`src/logic/audioPkg.sv`:
```
/*
 Audio side definitions for the music box
 Sample and DAC widths, note table, stored songs and the DAC frame layout
 Imported by the tone synth, the DAC serializer and the mode controller
*/
package audioPkg;

	// Widths --------------------
	localparam int SAMPLE_W        = 8;
	localparam int DAC_W           = 12;
	localparam int FRAME_W         = 16;	// Control nibble then data, MSB first
	localparam int DAC_SCALE_SHIFT = 4;	// 255 * 16 = 4080, near full scale
	localparam int SCLK_HALF       = 2;	// Clocks per SCLK half period
	localparam int HALF_W          = 8;	// Holds the longest half period

	localparam logic [FRAME_W-DAC_W-1:0] FRAME_CTRL = '0;	// Normal operation

	typedef logic [SAMPLE_W-1:0] sampleT;
	typedef logic [2:0] noteT;	// 0 is rest, 1..6 are tones

	localparam int NUM_NOTES = 7;

	// Half period of each note, counted in samples
	localparam logic [HALF_W-1:0] HALF_PERIOD [NUM_NOTES] = '{
		8'd0,	// Rest
		8'd61,
		8'd54,
		8'd48,
		8'd45,
		8'd40,
		8'd36	// Highest tone
	};

	// Songs --------------------
	localparam int SONG_LEN = 4;

	localparam noteT SONG0 [SONG_LEN] = '{3'd1, 3'd2, 3'd3, 3'd4};	// Rising run
	localparam noteT SONG1 [SONG_LEN] = '{3'd6, 3'd4, 3'd2, 3'd0};	// Falls, ends on rest

	localparam sampleT TONE_HIGH = 8'd255;

endpackage

```
`src/logic/controlPkg.sv`:
```
/*
 Control side definitions for the music box
 Tick divisors, debounce length, play modes and button bundles
 Imported by the smoother, the mode controller, the display and the top
*/
package controlPkg;

	// Timing --------------------
	localparam int TICK_1KHZ_DIV   = 50000;	// 50 MHz down to 1 kHz
	localparam int TICK_SAMPLE_DIV = 1562;	// Roughly 32 kHz sample rate
	localparam int SMOOTH_TICKS    = 3;	// Agreeing 1 kHz ticks before a flip
	localparam int NOTE_MS         = 8;	// Song note length in ms

	// Board --------------------
	localparam int NUM_KEYS   = 6;
	localparam int NUM_LEDS   = 10;
	localparam int NUM_DIGITS = 6;
	localparam logic [6:0] SEG_BLANK = 7'h7F;	// Active low, all off

	typedef enum logic [1:0] {
		MODE_FREE  = 2'd0,	// Keys play directly
		MODE_SONG0 = 2'd1,
		MODE_SONG1 = 2'd2
	} playModeT;

	// Active low at the pins, active high once smoothed
	typedef struct packed {
		logic playSong0;
		logic playSong1;
		logic beeMode;
	} modeButtonsT;

	typedef logic [NUM_KEYS-1:0] keyBitsT;	// Bit 0 is the lowest key

	typedef logic [NUM_DIGITS-1:0][6:0] segDigitsT;	// gfedcba per digit

endpackage
```
`src/logic/musicBox.sv`:
```
/*
 Top level of the keyboard music box
 Connects buttons and keys through smoothing to the mode controller,
 the tone synth, the serial DAC and the seven segment display
*/
`timescale 1ns/1ps

module musicBox
	import controlPkg::*;
	import audioPkg::*;
(
	input  logic                clock50Mhz,
	input  logic                rstN,
	input  keyBitsT             keysN,
	input  modeButtonsT         buttonsN,
	output logic                spiSclk,
	output logic                spiSyncN,
	output logic                spiDin,
	output logic [NUM_LEDS-1:0] led,
	output segDigitsT           segments
);

	logic        tick1Khz;
	logic        sampleTick;
	keyBitsT     keys;	// Clean, active high
	modeButtonsT buttons;
	playModeT    mode;
	noteT        note;
	logic        beeMode;
	sampleT      sample;

	// Timing --------------------
	tickGenerator ticks (.clock50Mhz, .rstN, .tick1Khz, .sampleTick);

	// Input smoothing --------------------
	inputSmoother #(.payloadT(keyBitsT)) keySmoother (
		.clock50Mhz, .rstN, .tick1Khz,
		.rawN (keysN),
		.clean(keys)
	);

	inputSmoother #(.payloadT(modeButtonsT)) buttonSmoother (
		.clock50Mhz, .rstN, .tick1Khz,
		.rawN (buttonsN),
		.clean(buttons)
	);

	// Mode and audio --------------------
	modeController control (
		.clock50Mhz, .rstN, .tick1Khz,
		.buttons, .keys, .mode, .note, .beeMode
	);

	toneSynth synth (.clock50Mhz, .rstN, .sampleTick, .note, .sample);

	dacSerializer dac (
		.clock50Mhz, .rstN, .sampleTick, .sample,
		.spiSclk, .spiSyncN, .spiDin
	);

	segmentDisplay display (.mode, .note, .segments);

	assign led = {{(NUM_LEDS - 1){1'b0}}, beeMode};	// LED 0 shows bee mode

endmodule

```
`src/logic/segmentDisplay.sv`:
```
/*
 Seven segment display encoder
 Digit 0 shows the mode number, digit 1 the note being played
 Remaining digits are blank, every segment is active low
*/
`timescale 1ns/1ps

module segmentDisplay
	import controlPkg::*;
	import audioPkg::*;
(
	input  playModeT  mode,
	input  noteT      note,
	output segDigitsT segments
);

	// Decimal digit to gfedcba, active low
	function automatic logic [6:0] digitToSeg(input logic [3:0] value);
		case (value)
			4'd0:    return 7'b1000000;
			4'd1:    return 7'b1111001;
			4'd2:    return 7'b0100100;
			4'd3:    return 7'b0110000;
			4'd4:    return 7'b0011001;
			4'd5:    return 7'b0010010;
			4'd6:    return 7'b0000010;
			4'd7:    return 7'b1111000;
			4'd8:    return 7'b0000000;
			4'd9:    return 7'b0010000;
			default: return SEG_BLANK;	// Not a decimal digit
		endcase
	endfunction

	always_comb begin
		for (int d = 0; d < NUM_DIGITS; d++)
			segments[d] = SEG_BLANK;
		segments[0] = digitToSeg({2'b00, mode});
		segments[1] = digitToSeg({1'b0, note});	// Rest reads as 0
	end

endmodule

```
`src/logic/dacSerializer.sv`:
```
/*
 Serial DAC output
 Latches the scaled sample on each sample tick and shifts a 16-bit frame
 MSB first, data moves on SCLK rise and is taken by the DAC on SCLK fall
*/
`timescale 1ns/1ps

module dacSerializer
	import audioPkg::*;
(
	input  logic   clock50Mhz,
	input  logic   rstN,
	input  logic   sampleTick,
	input  sampleT sample,
	output logic   spiSclk,
	output logic   spiSyncN,
	output logic   spiDin
);

	localparam int PHASE_W = $clog2(2 * SCLK_HALF);
	localparam int BIT_W   = $clog2(FRAME_W);

	logic [DAC_W-1:0]   scaled;
	logic [FRAME_W-1:0] shiftReg;	// MSB drives spiDin
	logic [PHASE_W-1:0] phaseCnt;	// Position inside one SCLK period
	logic [BIT_W-1:0]   bitCnt;
	logic               startPending;	// Frame latched, SYNC next cycle

	assign scaled = DAC_W'(sample) << DAC_SCALE_SHIFT;	// 8 to 12 bits
	assign spiDin = shiftReg[FRAME_W-1];

	// Frame shifter --------------------
	always_ff @(posedge clock50Mhz or negedge rstN) begin
		if (!rstN) begin
			shiftReg     <= '0;
			startPending <= 1'b0;
			spiSyncN     <= 1'b1;
			spiSclk      <= 1'b0;
			phaseCnt     <= '0;
			bitCnt       <= '0;
		end else if (sampleTick) begin
			shiftReg     <= {FRAME_CTRL, scaled};
			startPending <= 1'b1;
		end else if (startPending) begin
			startPending <= 1'b0;
			spiSyncN     <= 1'b0;	// Frame begins
			spiSclk      <= 1'b1;	// First bit already on spiDin
			phaseCnt     <= '0;
			bitCnt       <= '0;
		end else if (!spiSyncN) begin
			phaseCnt <= phaseCnt + 1'b1;
			if (phaseCnt == PHASE_W'(SCLK_HALF - 1)) begin
				spiSclk <= 1'b0;	// DAC samples here
			end else if (phaseCnt == PHASE_W'(2 * SCLK_HALF - 1)) begin
				phaseCnt <= '0;
				if (bitCnt == BIT_W'(FRAME_W - 1)) begin
					spiSyncN <= 1'b1;	// All 16 bits out
				end else begin
					bitCnt   <= bitCnt + 1'b1;
					spiSclk  <= 1'b1;
					shiftReg <= {shiftReg[FRAME_W-2:0], 1'b0};	// Next bit
				end
			end
		end
	end

	// Frame must finish well inside one sample period
	assert property (@(posedge clock50Mhz) disable iff (!rstN)
		sampleTick |-> spiSyncN);

endmodule

```
`src/logic/toneSynth.sv`:
```
/*
 Square wave tone generator
 Steps once per sample tick, toggling between TONE_HIGH and 0
 Each level lasts the note's half period, counted in samples
*/
`timescale 1ns/1ps

module toneSynth
	import audioPkg::*;
(
	input  logic   clock50Mhz,
	input  logic   rstN,
	input  logic   sampleTick,
	input  noteT   note,
	output sampleT sample
);

	logic [HALF_W-1:0] halfCount;	// Samples emitted at the current level
	logic [HALF_W-1:0] halfPeriod;
	noteT              lastNote;	// Note seen on the previous tick
	logic              phase;	// High half of the square wave

	assign halfPeriod = HALF_PERIOD[note];

	// Phase and half period counter --------------------
	always_ff @(posedge clock50Mhz or negedge rstN) begin
		if (!rstN) begin
			halfCount <= '0;
			lastNote  <= '0;
			phase     <= 1'b0;
		end else if (sampleTick) begin
			lastNote <= note;
			if (note == '0) begin
				phase     <= 1'b0;	// Rest stays silent
				halfCount <= '0;
			end else if (note != lastNote) begin
				phase     <= 1'b1;	// New note restarts high
				halfCount <= HALF_W'(1);
			end else if (halfCount == halfPeriod) begin
				phase     <= ~phase;
				halfCount <= HALF_W'(1);
			end else begin
				halfCount <= halfCount + 1'b1;
			end
		end
	end

	assign sample = phase ? TONE_HIGH : '0;

endmodule

```
`src/logic/modeController.sv`:
```
/*
 Mode register block of the music box
 Holds free play or song mode, the song position and the bee mode flag
 Picks the note that the tone synth plays from keys or a song table
*/
`timescale 1ns/1ps

module modeController
	import controlPkg::*;
	import audioPkg::*;
(
	input  logic        clock50Mhz,
	input  logic        rstN,
	input  logic        tick1Khz,
	input  modeButtonsT buttons,
	input  keyBitsT     keys,
	output playModeT    mode,
	output noteT        note,
	output logic        beeMode
);

	localparam int IDX_W  = $clog2(SONG_LEN);
	localparam int NOTE_W = $clog2(NOTE_MS);

	modeButtonsT       prevButtons;	// Edge detect history
	modeButtonsT       rise;
	logic [IDX_W:0]    songPos;	// One spare bit so overrun would show
	logic [NOTE_W-1:0] noteTimer;	// 1 kHz ticks into the current note
	noteT              keyNote;

	assign rise = buttons & ~prevButtons;

	// Mode register --------------------
	always_ff @(posedge clock50Mhz or negedge rstN) begin
		if (!rstN) begin
			mode        <= MODE_FREE;
			songPos     <= '0;
			noteTimer   <= '0;
			beeMode     <= 1'b0;
			prevButtons <= '0;
		end else begin
			prevButtons <= buttons;
			if (rise.beeMode)
				beeMode <= ~beeMode;	// Toggle per press

			if (mode == MODE_FREE) begin
				songPos   <= '0;
				noteTimer <= '0;
				if (rise.playSong0)
					mode <= MODE_SONG0;
				else if (rise.playSong1)
					mode <= MODE_SONG1;
			end else if (tick1Khz) begin	// Song buttons ignored here
				if (noteTimer == NOTE_W'(NOTE_MS - 1)) begin
					noteTimer <= '0;
					if (songPos == (IDX_W + 1)'(SONG_LEN - 1)) begin
						mode    <= MODE_FREE;	// Last note done
						songPos <= '0;
					end else begin
						songPos <= songPos + 1'b1;
					end
				end else begin
					noteTimer <= noteTimer + 1'b1;
				end
			end
		end
	end

	// Lowest held key wins
	always_comb begin
		keyNote = '0;
		for (int k = NUM_KEYS - 1; k >= 0; k--) begin
			if (keys[k])
				keyNote = noteT'(k + 1);
		end
	end

	always_comb begin
		unique case (mode)
			MODE_SONG0: note = SONG0[songPos[IDX_W-1:0]];
			MODE_SONG1: note = SONG1[songPos[IDX_W-1:0]];
			default:    note = keyNote;	// Free play
		endcase
	end

	// Song position never runs past the table while a song plays
	assert property (@(posedge clock50Mhz) disable iff (!rstN)
		(mode != MODE_FREE) |-> (songPos < (IDX_W + 1)'(SONG_LEN)));

endmodule

```
`src/logic/inputSmoother.sv`:
```
/*
 Debouncer for a bundle of active-low board inputs
 Synchronises, inverts, then waits for agreeing 1 kHz ticks per bit
 The payload type is a parameter so keys and mode buttons share it
*/
`timescale 1ns/1ps

module inputSmoother
	import controlPkg::*;
#(
	parameter type payloadT = logic
) (
	input  logic    clock50Mhz,
	input  logic    rstN,
	input  logic    tick1Khz,
	input  payloadT rawN,
	output payloadT clean
);

	localparam int W     = $bits(payloadT);
	localparam int CNT_W = $clog2(SMOOTH_TICKS);

	logic [W-1:0] syncMeta;	// First sync stage, still active low
	logic [W-1:0] syncRaw;
	logic [W-1:0] cleanBits;	// Active high

	// Synchroniser --------------------
	always_ff @(posedge clock50Mhz or negedge rstN) begin
		if (!rstN) begin
			syncMeta <= '1;	// Idle level of the pins
			syncRaw  <= '1;
		end else begin
			syncMeta <= rawN;
			syncRaw  <= syncMeta;
		end
	end

	// Per bit stability counter --------------------
	for (genvar b = 0; b < W; b++) begin : gBit
		logic [CNT_W-1:0] agree;	// Ticks seen at the opposite level
		logic             level;

		always_ff @(posedge clock50Mhz or negedge rstN) begin
			if (!rstN) begin
				agree <= '0;
				level <= 1'b0;
			end else if (tick1Khz) begin
				if (!syncRaw[b] == level) begin
					agree <= '0;	// Bounce, start over
				end else if (agree == CNT_W'(SMOOTH_TICKS - 1)) begin
					agree <= '0;
					level <= ~level;	// Held long enough
				end else begin
					agree <= agree + 1'b1;
				end
			end
		end

		assign cleanBits[b] = level;
	end

	assign clean = payloadT'(cleanBits);

	// Output may only move on the edge after a 1 kHz tick
	assert property (@(posedge clock50Mhz) disable iff (!rstN)
		!$stable(cleanBits) |-> $past(tick1Khz));

endmodule

```
`src/logic/tickGenerator.sv`:
```
/*
 Tick strobes for the music box
 Free running dividers on the 50 MHz clock, one cycle pulse each
 tick1Khz paces smoothing and songs, sampleTick paces audio and the DAC
*/
`timescale 1ns/1ps

module tickGenerator
	import controlPkg::*;
(
	input  logic clock50Mhz,
	input  logic rstN,
	output logic tick1Khz,
	output logic sampleTick
);

	localparam int NUM_TICKS = 2;
	localparam int DIVISORS [NUM_TICKS] = '{TICK_1KHZ_DIV, TICK_SAMPLE_DIV};

	logic [NUM_TICKS-1:0] ticks;	// Registered strobes

	for (genvar i = 0; i < NUM_TICKS; i++) begin : gDivider
		localparam int CNT_W = $clog2(DIVISORS[i]);
		logic [CNT_W-1:0] count;

		always_ff @(posedge clock50Mhz or negedge rstN) begin
			if (!rstN) begin
				count    <= '0;
				ticks[i] <= 1'b0;
			end else if (count == CNT_W'(DIVISORS[i] - 1)) begin
				count    <= '0;	// Wrap and fire
				ticks[i] <= 1'b1;
			end else begin
				count    <= count + 1'b1;
				ticks[i] <= 1'b0;
			end
		end
	end

	assign tick1Khz   = ticks[0];
	assign sampleTick = ticks[1];

endmodule

```
`config.mk`:
```
export PLATFORM = sky130hd
export DESIGN_NAME = musicBox
export DESIGN_NICKNAME = d
export VERILOG_FILES = /design/src/logic/audioPkg.sv /design/src/logic/controlPkg.sv /design/src/logic/musicBox.sv /design/src/logic/segmentDisplay.sv /design/src/logic/dacSerializer.sv /design/src/logic/toneSynth.sv /design/src/logic/modeController.sv /design/src/logic/inputSmoother.sv /design/src/logic/tickGenerator.sv
export SDC_FILE = /design/constraint.sdc
export NUM_CORES = 1
export LEC_CHECK = 0
export BUFFER_PORTS_ARGS = -buffer_cell sky130_fd_sc_hd__buf_2
export CORE_MARGIN = 2
export CORE_UTILIZATION = 50
export CTS_CLUSTER_DIAMETER = 40
export CTS_CLUSTER_SIZE = 28
export DETAILED_ROUTE_END_ITERATION = 12
export PLACE_DENSITY = 0.78
export SYNTH_ARGS = -nofsm -noshare
export SYNTH_HDL_FRONTEND = slang
export SYNTH_SLANG_ARGS = --single-unit
```
`constraint.sdc`:
```
create_clock -name clock50Mhz -period 4.1 [get_ports clock50Mhz]
set_clock_uncertainty 0.1 [all_clocks]
set_input_delay 0.82 -clock clock50Mhz [delete_from_list [all_inputs] [get_ports clock50Mhz]]
set_output_delay 0.82 -clock clock50Mhz [all_outputs]
set_load 0.01 [all_outputs]
```
# Word-level counts from Yosys, hierarchy flattened
# Memory sizes are Yosys's and may differ from the RTL's.
# Cells that the tools add are included.
[totals] regBits=123 rom_bits=120 in_bits=11 output_inout_bits=55 n_memories=2
[mem_list] name="(name not given)" depth=8 width=8 read_ports=1 rd_ports_with_merged_regs=0 write_ports=0 line_no="toneSynth.sv:23" text="assign halfPeriod = HALF_PERIOD[note];"
[mem_list] name="(name not given)" depth=8 width=7 read_ports=1 rd_ports_with_merged_regs=0 write_ports=0 line_no="segmentDisplay.sv:19" text="case (value)"
[classes] addsub=16 magnitude_cmp=2 n_eq_ne=39 muxes=84 bitwise_logic=25 reduce_logical=34
[ops] op="2-to-1 mux 16 bit" count=7
[ops] op="2-to-1 mux 2 bit" count=28
[ops] op="2-to-1 mux 3 bit" count=17
[ops] op="2-to-1 mux 8 bit" count=6
[ops] op="one-hot mux 7 bit (4 select lines)" count=1
[ops] op="AND reduction 3 bit" count=9
[ops] op="equality test 2 bit (second input constant)" count=12
[ops] op="NOT 1 bit" count=21
[ops] op="adder 2 x 1 -> 2 bit (second input constant)" count=10
[ops] op="2-to-1 mux 4 bit" count=5
[ops] op="adder 16 x 1 -> 16 bit (second input constant)" count=1
[ops] op="equality test 16 bit (second input constant)" count=1
[ops] op="2-to-1 mux 1 bit" count=16
[ops] op="binary-select mux 3 bit (select 2 bit)" count=2
[ops] op="adder 11 x 1 -> 11 bit (second input constant)" count=1
[ops] op="equality test 11 bit (second input constant)" count=1
[ops] op="2-to-1 mux 11 bit" count=1
[ops] op="!= test 2 bit (second input constant)" count=5
[ops] op="AND reduction 5 bit" count=2
[ops] op="nonzero test 2 bit" count=5
[ops] op="equality test 1 bit" count=9
[ops] op="zero test 1 bit" count=9
[ops] op="adder 8 x 1 -> 8 bit (second input constant)" count=1
[ops] op="equality test 8 bit" count=1
[ops] op="other kinds (21)" count=29

# Longest topological paths before layout
# Gate-level depths: netlist of the first run.
[depth] word_depth=15 mapped_depth=15 depth_no_buf=14

# Cells and area by module
# Synthesis of the first run repeated with hierarchy kept, for this count alone.
[hier_totals] hier_cells=611 area_unflattened_um2=6447.4
[modules_own_cells] mod="tickGenerator" n_inst=1 cells_per_inst=116 area_each_um2=1306.3
[modules_own_cells] mod="inputSmoother (keySmoother)" n_inst=1 cells_per_inst=99 area_each_um2=1261.2
[modules_own_cells] mod="dacSerializer" n_inst=1 cells_per_inst=114 area_each_um2=1164.9
[modules_own_cells] mod="toneSynth" n_inst=1 cells_per_inst=98 area_each_um2=903.4
[modules_own_cells] mod="modeController" n_inst=1 cells_per_inst=68 area_each_um2=703.2
[modules_own_cells] mod="inputSmoother (buttonSmoother)" n_inst=1 cells_per_inst=49 area_each_um2=634.4
[modules_own_cells] mod="segmentDisplay" n_inst=1 cells_per_inst=56 area_each_um2=395.4
[modules_own_cells] mod="musicBox" n_inst=1 cells_per_inst=11 area_each_um2=78.8

# Worst setup path after synthesis of the first run
# OpenSTA, ideal clock, no wires.
[synth_path] path_kind="register to register" startpoint="register control.mode[0]" endpoint="register synth.halfCount[0]" arrival_time_ps=3122 setup_slack_ps=813 stages_incl_launch_ff=15 n_path_buf=2 period_less_slack_ps=3287 path_cell_list="dfrtp_1 > inv_1 > ha_1 > buf_6 > and3_1 > a31o_2 > nor2_4 > ha_1 > buf_2 > xor2_1 > or4_4 > o41ai_4 > nand4_4 > a32oi_1 > mux2_2"
[synth_via] elab_chain_len=10 word_cells_on_any_way=13 cone_classes="4 x eq/ne; 6 x mux; 1 x bitwise; 1 x reduce/logical; 1 x memory"
[synth_lines] element="start, declared" line_no="modeController.sv:17" text="output playModeT mode,"
[synth_lines] element="start signal, assigned" line_no="modeController.sv:36" text="mode <= MODE_FREE;"
[synth_lines] element="start signal, assigned" line_no="modeController.sv:50" text="mode <= MODE_SONG0;"
[synth_lines] element="start signal, assigned" line_no="modeController.sv:52" text="mode <= MODE_SONG1;"
[synth_lines] element="equality test 2 bit / equality test 2 x 1 -> 1 bit (equally long branches)"
[synth_lines] element="one-hot mux 3 bit (2 select lines) *" line_no="modeController.sv:79" text="unique case (mode)"
[synth_lines] element="NOT 3 -> 4 bit (implied by the code)" line_no="toneSynth.sv:23"
[synth_lines] element="memory read (8 x 8 bit)"
[synth_lines] element="2-to-1 mux 8 bit (implied by the code) (2 in a row)" line_no="toneSynth.sv:23"
[synth_lines] element="equality test 8 bit" line_no="toneSynth.sv:39" text="end else if (halfCount == halfPeriod) begin"
[synth_lines] element="2-to-1 mux 8 bit" line_no="toneSynth.sv:39"
[synth_lines] element="2-to-1 mux 8 bit" line_no="toneSynth.sv:36" text="end else if (note != lastNote) begin"
[synth_lines] element="2-to-1 mux 8 bit *" line_no="toneSynth.sv:33" text="if (note == '0) begin"
[synth_lines] element="end signal, assigned" line_no="toneSynth.sv:43" text="halfCount <= halfCount + 1'b1;"
[synth_lines] element="end, declared" line_no="toneSynth.sv:18" text="logic [HALF_W-1:0] halfCount;"
# Every way passes the cells marked *; elsewhere a longest branch is shown, timed or not. The select of a mux whose other input is x is not followed.
# A chain may end at the register's enable or synchronous reset.

# Worst setup path in the final report of the first run
[layout_path] startpoint="register control.mode[1]" endpoint="register synth.halfCount[0]"
[layout_via] elab_chain_len=10 word_cells_on_any_way=13 cone_classes="4 x eq/ne; 6 x mux; 1 x bitwise; 1 x reduce/logical; 1 x memory"
[layout_lines] element="equality test 2 bit / equality test 2 x 1 -> 1 bit (equally long branches)"
[layout_lines] element="one-hot mux 3 bit (2 select lines) *" line_no="modeController.sv:79"
[layout_lines] element="via control.note[0]" line_no="modeController.sv:18" text="output noteT note,"
[layout_lines] element="NOT 3 -> 4 bit (implied by the code)" line_no="toneSynth.sv:23"
[layout_lines] element="memory read (8 x 8 bit)"
[layout_lines] element="2-to-1 mux 8 bit (implied by the code) (2 in a row)" line_no="toneSynth.sv:23"
[layout_lines] element="equality test 8 bit" line_no="toneSynth.sv:39"
[layout_lines] element="2-to-1 mux 8 bit" line_no="toneSynth.sv:39"
[layout_lines] element="2-to-1 mux 8 bit" line_no="toneSynth.sv:36"
[layout_lines] element="2-to-1 mux 8 bit *" line_no="toneSynth.sv:33"
# The timed path passes the listed nets; every way through them passes the cells marked *. The select of a mux whose other input is x is not followed.

==> flow_metrics.py, run 1 <==
metrics = {
    "power": {
        "p_per_area_nw_per_um2": 400.4,
        "peakVddDrop_mv": 0.2551,
        "p_total_uw": 2660,
        "leakage_uw": 0.003052,
    },
    "layout": {
        "diodes": 0,
        "final_cell_mix": "dfrtp_1 (100), nor2_1 (53), nand2_1 (40)",
        "syn_to_final_growth_pct": 11.62,
        "utilization_pct": 57.69,
        "nNetsFinal": 647,
        "final_common_cell": "dfrtp_1",
        "layout-drive-gt1-share_pct": 15.47,
    },
    "clocking": {
        "postCtsSetupBuffers": 0,
        "clkLatencyLatePin_ns": 0.41,
        "numCtsBuffers": 17,
        "cts.path.max_buffers": 2,
        "cts_tree": "built",
        "cts_resized": 0,
        "cts_max_level": 4,
        "clockRootBuffer": "clkbuf_16",
        "hold_buffers": 0,
        "clk_pin_slew_ns": 0.06,
        "cts_sinks": 119,
    },
    "synth": {
        "yosysTopAreaCell": "dfrtp_1",
        "synth_area_leaders": "dfrtp_1 (42%), dfstp_2 (8.4%), buf_4 (5.0%)",
        "syn-cell-area_um2": 5952,
        "ys_types": 58,
        "synth_flop_cell": "dfrtp_1",
        "ys_seq_area_share_pct": 50.43,
        "syn_avg_cell_area_um2": 10.19,
        "synth_edf_count": 0,
        "yosysWarnings": 0,
        "synthCells": 584,
        "synth-seq-cells": 119,
        "ys_async_sr_fraction_pct": 100.0,
        "synth_top_area_share_pct": 42.04,
    },
    "route": {
        "drt_pass1_iterations": 8,
        "wl_per_cell_um": 13.53,
        "first_iter_violations": 238,
        "ant_nets": 0,
        "vias": 4098,
        "wl_um": 10420,
        "route.detailed.drc": 7,
        "vias_per_cell": 5.322,
    },
    "grt": {
        "grt_pass1_wl_um": 18150,
        "overflow": 0,
        "antenna_found_initial": 0,
        "grt_pass1_vias": 4062,
        "grt_max_degree": 66,
        "track_usage_pct": 17.61,
    },
    "worst_setup_path": {
        "crit_type": "reg -> reg",
        "cp-end-kind": "flop",
        "path_max_fanout": 9,
        "required_ns": 4.34,
        "critPathLaunchType": "flop",
        "crit_arrival_ns": 4.01,
    },
    "sta": {
        "finalSetupViolCount": 0,
        "fin_setup_tns_ns": 0,
        "rsz0062_at_grt": "no",
        "drv_slew": 0,
        "hold_slack_ns": 0.2493,
        "hold_viol": 0,
        "finalCritPeriodShare_pct": 91.90,
        "max_freq_mhz": 265.4,
        "relSlewSlack_pct": 44.48,
        "finalCriticalPeriod_ns": 3.768,
        "worstMarginPinSlew_ns": 0.8264,
    },
    "die": {
        "num_io_pins": 66,
        "start_util_pct": 51.68,
        "core_um2": 11520,
        "die_width_um": 113.1,
        "die_area_um2": 12790,
        "die_y_um": 113.1,
        "num_rows": 39,
    },
    "status": {
        "status": "complete, but fails checks",
        "violations": "DRC",
    },
    "place": {
        "hpwl_um": 7283,
        "port-buffer-count": 27,
        "gp_congestion": 0.8524,
    },
    "run": {
        "maxCapViolCount": 0,
    },
    "worst_hold_path": {
        "holdCritPathClass": "reg -> reg",
    },
}
area by class of cell:
class | instances | area (um^2)
Timing Repair Buffer | 33 | 182.7
Sequential cell | 119 | 3002
Fill cell | 937 | 4872
Clock buffer | 20 | 466.7
Inverter | 39 | 146.4
Clock inverter | 12 | 113.9
Multi-Input combinational cell | 404 | 2554
Tap cell | 143 | 178.9
sequential cells by signal (all words and copies together) (netlist names), 2 cells and up:
| register | flops |
|---|---|
| buttonSmoother.syncRaw | 3 |
| keySmoother.gBit.agree | 12 |
| keySmoother.syncRaw | 6 |
| control.prevButtons | 3 |
| control.mode | 2 |
| buttonSmoother.gBit.agree | 6 |
| synth.lastNote | 3 |
| synth.halfCount | 8 |
| dac.shiftReg | 12 |
| control.noteTimer | 3 |
| control.songPos | 3 |
| buttonSmoother.gBit.level | 3 |
| dac.phaseCnt | 2 |
| buttonSmoother.syncMeta | 3 |
| keySmoother.syncMeta | 6 |
| dac.bitCnt | 4 |
| keySmoother.gBit.level | 6 |
| ticks.gDivider.count | 27 |
synthesized netlist by cell type (4+ instances only):
master	number
inv_1	39
nand4_1	8
clkbuf_1	11
nand3_1	33
nand2b_1	5
nor2_1	53
a21oi_1	21
xnor2_1	24
buf_4	40
dfrtp_1	100
o21ai_0	29
mux2i_1	24
nor3_1	10
xor2_1	11
o22ai_1	9
and3_1	13
a31oi_1	8
ha_1	22
dfstp_2	19
or3_1	4
nand2_1	40
a41oi_1	5
nor2b_1	5
path summary, 6_finish.rpt:
path                            cells after the start                              end  slack, ns                  startpoint
worst min-delay path                                0        buttonSmoother.syncRaw[2]       0.25  buttonSmoother.syncMeta[2]
max in group asynchronous                           2          keySmoother.syncMeta[4]       2.59                        rstN
min in group asynchronous                           1  buttonSmoother.gBit[0].agree[1]       0.39                        rstN
worst min register to register                      0        buttonSmoother.syncRaw[2]       0.25  buttonSmoother.syncMeta[2]
worst max register to register                     14               synth.halfCount[0]       0.33             control.mode[1]
worst max-delay path                               14               synth.halfCount[0]       0.33             control.mode[1]
metal layers:
layer,part of all wire [%],track usage (%),wire [um]
met5,0,0,0
met4,1.7,8.049,174
met3,4.5,4.767,465
met1,44,21.04,4606
met2,50,29.82,5174
cell families after synthesis:
group           after synthesis  synth area share [%]
simple gates                190                 16.27
buf+inv                      97                 8.934
xor+xnor                     35                 5.150
mux                          25                 4.225
other cells                   2                0.1262
flops                       119                 50.43
compound gates               94                 10.24
fa+ha+maj                    22                 4.625
where the power goes:
group          internal, uW  total, uW  switching [uW]
Combinational          7.64       48.5            40.8
Clock                   886       1420             529
Sequential             1190       1200            4.74
per-stage QoR:
| step | cells | area [um^2] | worst slack, ns |
|---|---|---|---|
| global route | 770 | 6644 | 0.09304 |
| finish | 770 | 6644 | 0.3319 |
| CTS | 770 | 6644 | 0.3418 |
| global placement | 738 | 6063 | 0.6102 |
| floorplan | 620 | 6087 | 0.8135 |
| detailed placement | 738 | 6063 | 0.3812 |
critical path, stage by stage (launching register included):
cell and delay, ns:
dfrtp_1 0.42, inv_1 0.09, ha_1 0.47, nor2b_1 0.09, a31oi_1 0.15, o31a_1 0.28, inv_1 0.13, ha_1 0.24
or3_1 0.32, a2111oi_0 0.50, nand3_1 0.20, o41ai_4 0.10, nand4_4 0.21, a32oi_1 0.24, mux2_2 0.16
(Power assumes the default switching activity.)
==> inputs of run 2 (changes only) <==
--- a/config.mk
+++ b/config.mk
@@ -11,6 +11,7 @@
 export CTS_CLUSTER_DIAMETER = 40
 export CTS_CLUSTER_SIZE = 28
 export DETAILED_ROUTE_END_ITERATION = 12
+export MAX_ROUTING_LAYER = met4
 export PLACE_DENSITY = 0.78
 export SYNTH_ARGS = -nofsm -noshare
 export SYNTH_HDL_FRONTEND = slang
==> constraint.sdc (replaced) <==
create_clock -name clock50Mhz -period 3.9 [get_ports clock50Mhz]
set_clock_uncertainty 0.1 [all_clocks]
set_input_delay 0.78 -clock clock50Mhz [delete_from_list [all_inputs] [get_ports clock50Mhz]]
set_output_delay 0.78 -clock clock50Mhz [all_outputs]
set_load 0.01 [all_outputs]
==> flow_metrics.py, run 2 (synthesized netlist as in run 1, its figures left out) <==
metrics = {
    "status": {
        "status": "complete, but fails checks",
        "violations": "DRC",
    },
    "worst_hold_path": {
        "holdCritPathClass": "reg -> reg",
    },
    "worst_setup_path": {
        "crit_arrival_ns": 3.81,
        "max_stage_delay_ns": 0.43,
        "critPathLaunchType": "flop",
        "slowest_stage": "or4_4",
        "required_ns": 4.08,
        "crit_type": "reg -> reg",
        "worst_path_most_repeated_cell": "ha_1",
        "cp_cell_sequence": "inv_1 -> ha_1 -> or2_2 -> a31oi_1 -> o31a_1 -> buf_4 -> ha_1 -> xor2_1 -> or4_4 -> o41ai_4 -> nand4_4 -> nor3b_1 -> a311oi_1",
        "cp-end-kind": "flop",
        "path_max_fanout": 9,
    },
    "grt": {
        "overflow": 0,
        "antenna_found_initial": 0,
        "grt_pass1_vias": 4062,
        "grt_max_degree": 58,
        "grt_pass1_wl_um": 18560,
        "track_usage_pct": 18.80,
    },
    "sta": {
        "drv_slew": 0,
        "hold_viol": 0,
        "finalCriticalPeriod_ns": 3.632,
        "max_freq_mhz": 275.3,
        "finalCritPeriodShare_pct": 93.13,
        "worstMarginPinSlew_ns": 1.059,
        "rsz0062_at_grt": "no",
        "fin_setup_tns_ns": 0,
        "finalSetupViolCount": 0,
        "relSlewSlack_pct": 29.40,
    },
    "clocking": {
        "cts_max_level": 4,
        "numCtsBuffers": 17,
        "cts_sinks": 119,
        "cts_tree": "built",
        "hold_buffers": 0,
        "cts.path.max_buffers": 2,
        "clk_pin_slew_ns": 0.06,
        "clkLatencyLatePin_ns": 0.42,
        "clockRootBuffer": "clkbuf_16",
    },
    "route": {
        "vias": 4105,
        "vias_per_cell": 5.324,
        "first_iter_violations": 221,
        "wl_um": 10820,
        "drt_pass1_iterations": 11,
        "route.detailed.drc": 7,
        "wl_per_cell_um": 14.04,
        "ant_nets": 0,
    },
    "layout": {
        "final_common_cell": "dfrtp_1",
        "layout-drive-gt1-share_pct": 15.76,
        "final_cell_mix": "dfrtp_1 (100), nor2_1 (53), nand2_1 (40)",
        "regMostFlops": "ticks.gDivider.count",
        "syn_to_final_growth_pct": 12.11,
        "top_regs": "ticks.gDivider.count x27, dac.shiftReg x12, keySmoother.gBit.agree x12",
        "diodes": 0,
        "final_cells": 771,
        "nNetsFinal": 648,
        "largest_register_ff_count": 27,
    },
    "power": {
        "peakVddDrop_mv": 0.3655,
        "leakage_uw": 0.003065,
        "p_total_uw": 2858,
        "p_per_area_nw_per_um2": 428.3,
    },
    "die": {
        "die_width_um": 113.1,
        "die_area_um2": 12790,
        "core_um2": 11520,
        "start_util_pct": 51.68,
        "num_rows": 39,
        "die_y_um": 113.1,
        "num_io_pins": 66,
    },
    "place": {
        "port-buffer-count": 27,
        "gp_congestion": 0.8683,
        "post-place-cells": 737,
        "hpwl_um": 7311,
    },
    "run": {
        "maxCapViolCount": 0,
    },
}
[run 2: cell types whose count changed in the layout (fill, tap and decap cells not counted)]
cell        delta
bufinv_16      +1
clkinv_4       +2
ha_1           -1
buf_4          +1
a2111oi_1      +1
clkbuf_8       -1
a2111oi_0      -1
clkinvlp_4     -1
inv_6          -1
ha_2           +1
[run 2: where the power goes]
part	leakage, uW	switching [uW]	internal, uW
Sequential	0.00155	5.15	1250
Combinational	0.00123	43.1	8.04
Clock	0.000286	570	978
[run 2: worst paths after layout]
check | startpoint | cells past startpoint | end | slack [ns]
max in group asynchronous | rstN | 2 | keySmoother.syncMeta[4] | 2.47
min in group asynchronous | rstN | 1 | keySmoother.gBit[2].agree[0] | 0.31
min | buttonSmoother.syncMeta[0] | 0 | buttonSmoother.syncRaw[0] | 0.25
max | control.songPos[0] | 13 | synth.phase | 0.27
max reg2reg | control.songPos[0] | 13 | synth.phase | 0.27
min reg2reg | buttonSmoother.syncMeta[0] | 0 | buttonSmoother.syncRaw[0] | 0.25
[run 2: routing by layer]
| metal | vias up | part of all wire, % | wire length (um) | GRT usage [%] |
|---|---|---|---|---|
| li1 | 1999 | - | - | - |
| met1 | 1980 | 43 | 4632 | 22.02 |
| met2 | 106 | 50 | 5464 | 30.34 |
| met3 | 20 | 4.9 | 530 | 5.999 |
| met4 | 0 | 1.8 | 197 | 7.317 |
| met5 | - | 0 | 0 | - |
[run 2: stage by stage]
| stage | util [%] | worst slack (ns) | hold WS (ns) | instance area (um^2) |
|---|---|---|---|---|
| 2_1_floorplan | - | 0.6135 | 0.2452 | 6087 |
| 3_3_place_gp | 52.59 | 0.3819 | 0.2459 | 6056 |
| 3_5_place_dp | 52.59 | 0.2458 | 0.2468 | 6056 |
| 4_1_cts | 57.78 | 0.1816 | 0.2545 | 6654 |
| 5_1_grt | 57.94 | 0.03689 | 0.2548 | 6673 |
| 6_report | 57.94 | 0.2679 | 0.2542 | 6673 |
[run 2: area by class of cell]
type	instances	area, um^2
sequential	119	3002
clock inverter	13	145.1
clock buffer	19	452.9
fill	919	4843
inverter	39	146.4
multi-input combinational	404	2557
tap	143	178.9
timing repair buffer	34	190.2
[run 2: critical path: cells and delay by family (launching register included)]
| family | cells | cell delay [ns] |
|---|---|---|
| and+or+nand+nor | 4 | 1.21 |
| adders and majority gates | 2 | 0.53 |
| xor gates and xnor gates | 1 | 0.11 |
| AOI/OAI and AO/OA | 4 | 0.91 |
| DFF | 1 | 0.39 |
| buffers and inverters | 2 | 0.22 |
[run 2: repair_timing]
action,CTS,global route
gates resized for setup,0,2
hold endpoints to repair,0,0
setup endpoints to repair,0,9
buffers inserted,0,2
==> inputs of run 3 (changes only) <==
--- a/config.mk
+++ b/config.mk
@@ -6,6 +6,7 @@
 export NUM_CORES = 1
 export LEC_CHECK = 0
 export BUFFER_PORTS_ARGS = -buffer_cell sky130_fd_sc_hd__buf_2
+export CORE_ASPECT_RATIO = 1.4
 export CORE_MARGIN = 2
 export CORE_UTILIZATION = 50
 export CTS_CLUSTER_DIAMETER = 40
@@ -13,6 +14,7 @@
 export DETAILED_ROUTE_END_ITERATION = 12
 export MAX_ROUTING_LAYER = met4
 export PLACE_DENSITY = 0.78
+export SLEW_MARGIN = 20
 export SYNTH_ARGS = -nofsm -noshare
 export SYNTH_HDL_FRONTEND = slang
 export SYNTH_SLANG_ARGS = --single-unit
==> flow_metrics.py, run 3 (synthesized netlist as in run 1, its figures left out) <==
metrics = {
    "worst_setup_path": {
        "cp-end-kind": "flop",
        "rrSetupSlack_ns": 0.23,
        "cp_cell_sequence": "inv_1 -> ha_2 -> nor2b_1 -> a31oi_1 -> o31a_1 -> inv_1 -> ha_1 -> or3_1 -> a2111oi_2 -> nand3_1 -> o41ai_4 -> nand4_4 -> a32oi_1 -> mux2_2",
        "path_buf_inv": 2,
        "worst_path_most_repeated_cell": "inv_1",
        "crit_type": "reg -> reg",
        "crit_arrival_ns": 3.93,
        "slowest_stage": "ha_2",
        "critPathLaunchType": "flop",
        "required_ns": 4.16,
        "critPathTopFamily": "compound AO/OA/AOI/OAI gates",
        "path_max_fanout": 9,
        "max_stage_delay_ns": 0.44,
    },
    "layout": {
        "syn_to_final_growth_pct": 12.32,
        "nNetsFinal": 646,
        "final_common_cell": "dfrtp_1",
        "layout-drive-gt1-share_pct": 15.97,
        "diodes": 0,
        "final_cell_mix": "dfrtp_1 (98), nor2_1 (53), nand2_1 (40)",
        "top_regs": "ticks.gDivider.count x27, dac.shiftReg x12, keySmoother.gBit.agree x12",
        "stdcell_area_um2": 6685,
        "largest_register_ff_count": 27,
        "final_cells": 773,
        "regMostFlops": "ticks.gDivider.count",
    },
    "sta": {
        "hold_slack_ns": 0.2548,
        "worstMarginPinSlew_ns": 0.8372,
        "relSlewSlack_pct": 44.18,
        "fin_setup_tns_ns": 0,
        "finalCriticalPeriod_ns": 3.674,
        "hold_viol": 0,
        "max_freq_mhz": 272.2,
        "final.setup.worst_slack_ns": 0.2261,
        "finalSetupViolCount": 0,
        "rsz0062_at_grt": "no",
        "drv_slew": 0,
        "finalCritPeriodShare_pct": 94.20,
    },
    "power": {
        "internal_power_uw": 2240,
        "peakVddDrop_mv": 0.4290,
        "seq_power_share_pct": 44.0,
        "leakage_uw": 0.003054,
        "p_clk_share_pct": 54.2,
        "pwr-share-comb_pct": 1.8,
        "sw_frac_of_total_pct": 21.69,
        "p_per_area_nw_per_um2": 427.8,
        "power.switching_uw": 620.5,
    },
    "run": {
        "maxCapViolCount": 0,
    },
    "route": {
        "wl_per_cell_um": 14.17,
        "vias": 4172,
        "first_iter_violations": 210,
        "vias_per_cell": 5.397,
        "wl_um": 10960,
        "ant_nets": 0,
        "drt_pass1_iterations": 5,
        "route.detailed.drc": 0,
    },
    "grt": {
        "overflow": 0,
        "track_usage_pct": 18.50,
        "antenna_found_initial": 0,
        "grt_pass1_wl_um": 18170,
        "grt_max_degree": 70,
        "grt_pass1_vias": 4027,
    },
    "die": {
        "die_area_um2": 12810,
        "num_rows": 47,
        "num_io_pins": 66,
        "die_width_um": 96.21,
        "core_um2": 11700,
        "die_y_um": 133.1,
        "start_util_pct": 50.86,
    },
    "place": {
        "post-place-cells": 739,
        "gp_congestion": 0.8957,
        "port-buffer-count": 27,
        "place_worst_setup_slack_ns": 0.08741,
        "placedInstanceArea_um2": 6058,
        "hpwl_um": 7283,
    },
    "clocking": {
        "cts_tree": "built",
        "numCtsBuffers": 17,
        "clkLatencyLatePin_ns": 0.42,
        "clockRootBuffer": "clkbuf_16",
        "cts.path.max_buffers": 2,
        "clk_pin_slew_ns": 0.05,
        "cts_max_level": 4,
        "cts_sinks": 119,
    },
    "worst_hold_path": {
        "holdCritPathClass": "reg -> reg",
    },
    "status": {
        "status": "finished, final reports clean",
    },
}
## run 3: changes by cell type in the layout (fill, tap and decap cells not counted), sizes merged
cell and delta:
buf -2, clkinvlp +1, inv -1
## run 3: layout make-up
cell class	instances	area, um^2
Fill cell	940	5017
Tap cell	147	183.9
Multi-Input combinational cell	404	2562
Inverter	39	146.4
Clock buffer	19	452.9
Clock inverter	13	147.6
Timing Repair Buffer	32	187.7
Sequential cell	119	3004
## run 3: timing repair
item / CTS / global route
hold buffers: 0 / 0
buffers inserted: 0 / 2
endpoints found under the setup margin: 0 / 9
gates resized for setup: 0 / 3
## run 3: path summary, 6_finish.rpt
check                                                start                    endpoint  depth (start not counted)
max in group asynchronous                             rstN                dac.spiSyncN                          2
worst min register to register  buttonSmoother.syncMeta[0]   buttonSmoother.syncRaw[0]                          0
worst max-delay path                       control.mode[0]          synth.halfCount[0]                         14
min in group asynchronous                             rstN  ticks.gDivider[0].count[2]                          1
worst max register to register             control.mode[0]          synth.halfCount[0]                         14
worst min-delay path            buttonSmoother.syncMeta[0]   buttonSmoother.syncRaw[0]                          0
## run 3: routing by layer
metal | wire length, um | GRT usage (%) | vias up | share of wire, %
met3 | 451 | 4.129 | 24 | 4.1
met1 | 4470 | 21.52 | 2047 | 41
met4 | 231 | 8.413 | 0 | 2.1
met2 | 5803 | 30.13 | 113 | 53
met5 | 0 | - | - | 0
li1 | - | - | 1988 | -
## run 3: per-stage QoR
stage	util (%)	power [uW]
4_1_cts	56.90	2885
5_1_grt	57.13	2954
3_5_place_dp	51.77	1331
2_1_floorplan	-	1326
3_3_place_gp	51.77	1329
6_report	57.13	2860
## run 3: power groups by stage
stage / clock network, uW / registers, uW / logic, uW
after floorplan: 0 / 1280 / 48.2
after global placement: 0 / 1280 / 50.6
after detailed placement: 0 / 1280 / 52.3
after CTS: 1570 / 1260 / 52.2
after global routing: 1640 / 1260 / 60.9
final: 1550 / 1260 / 51.1
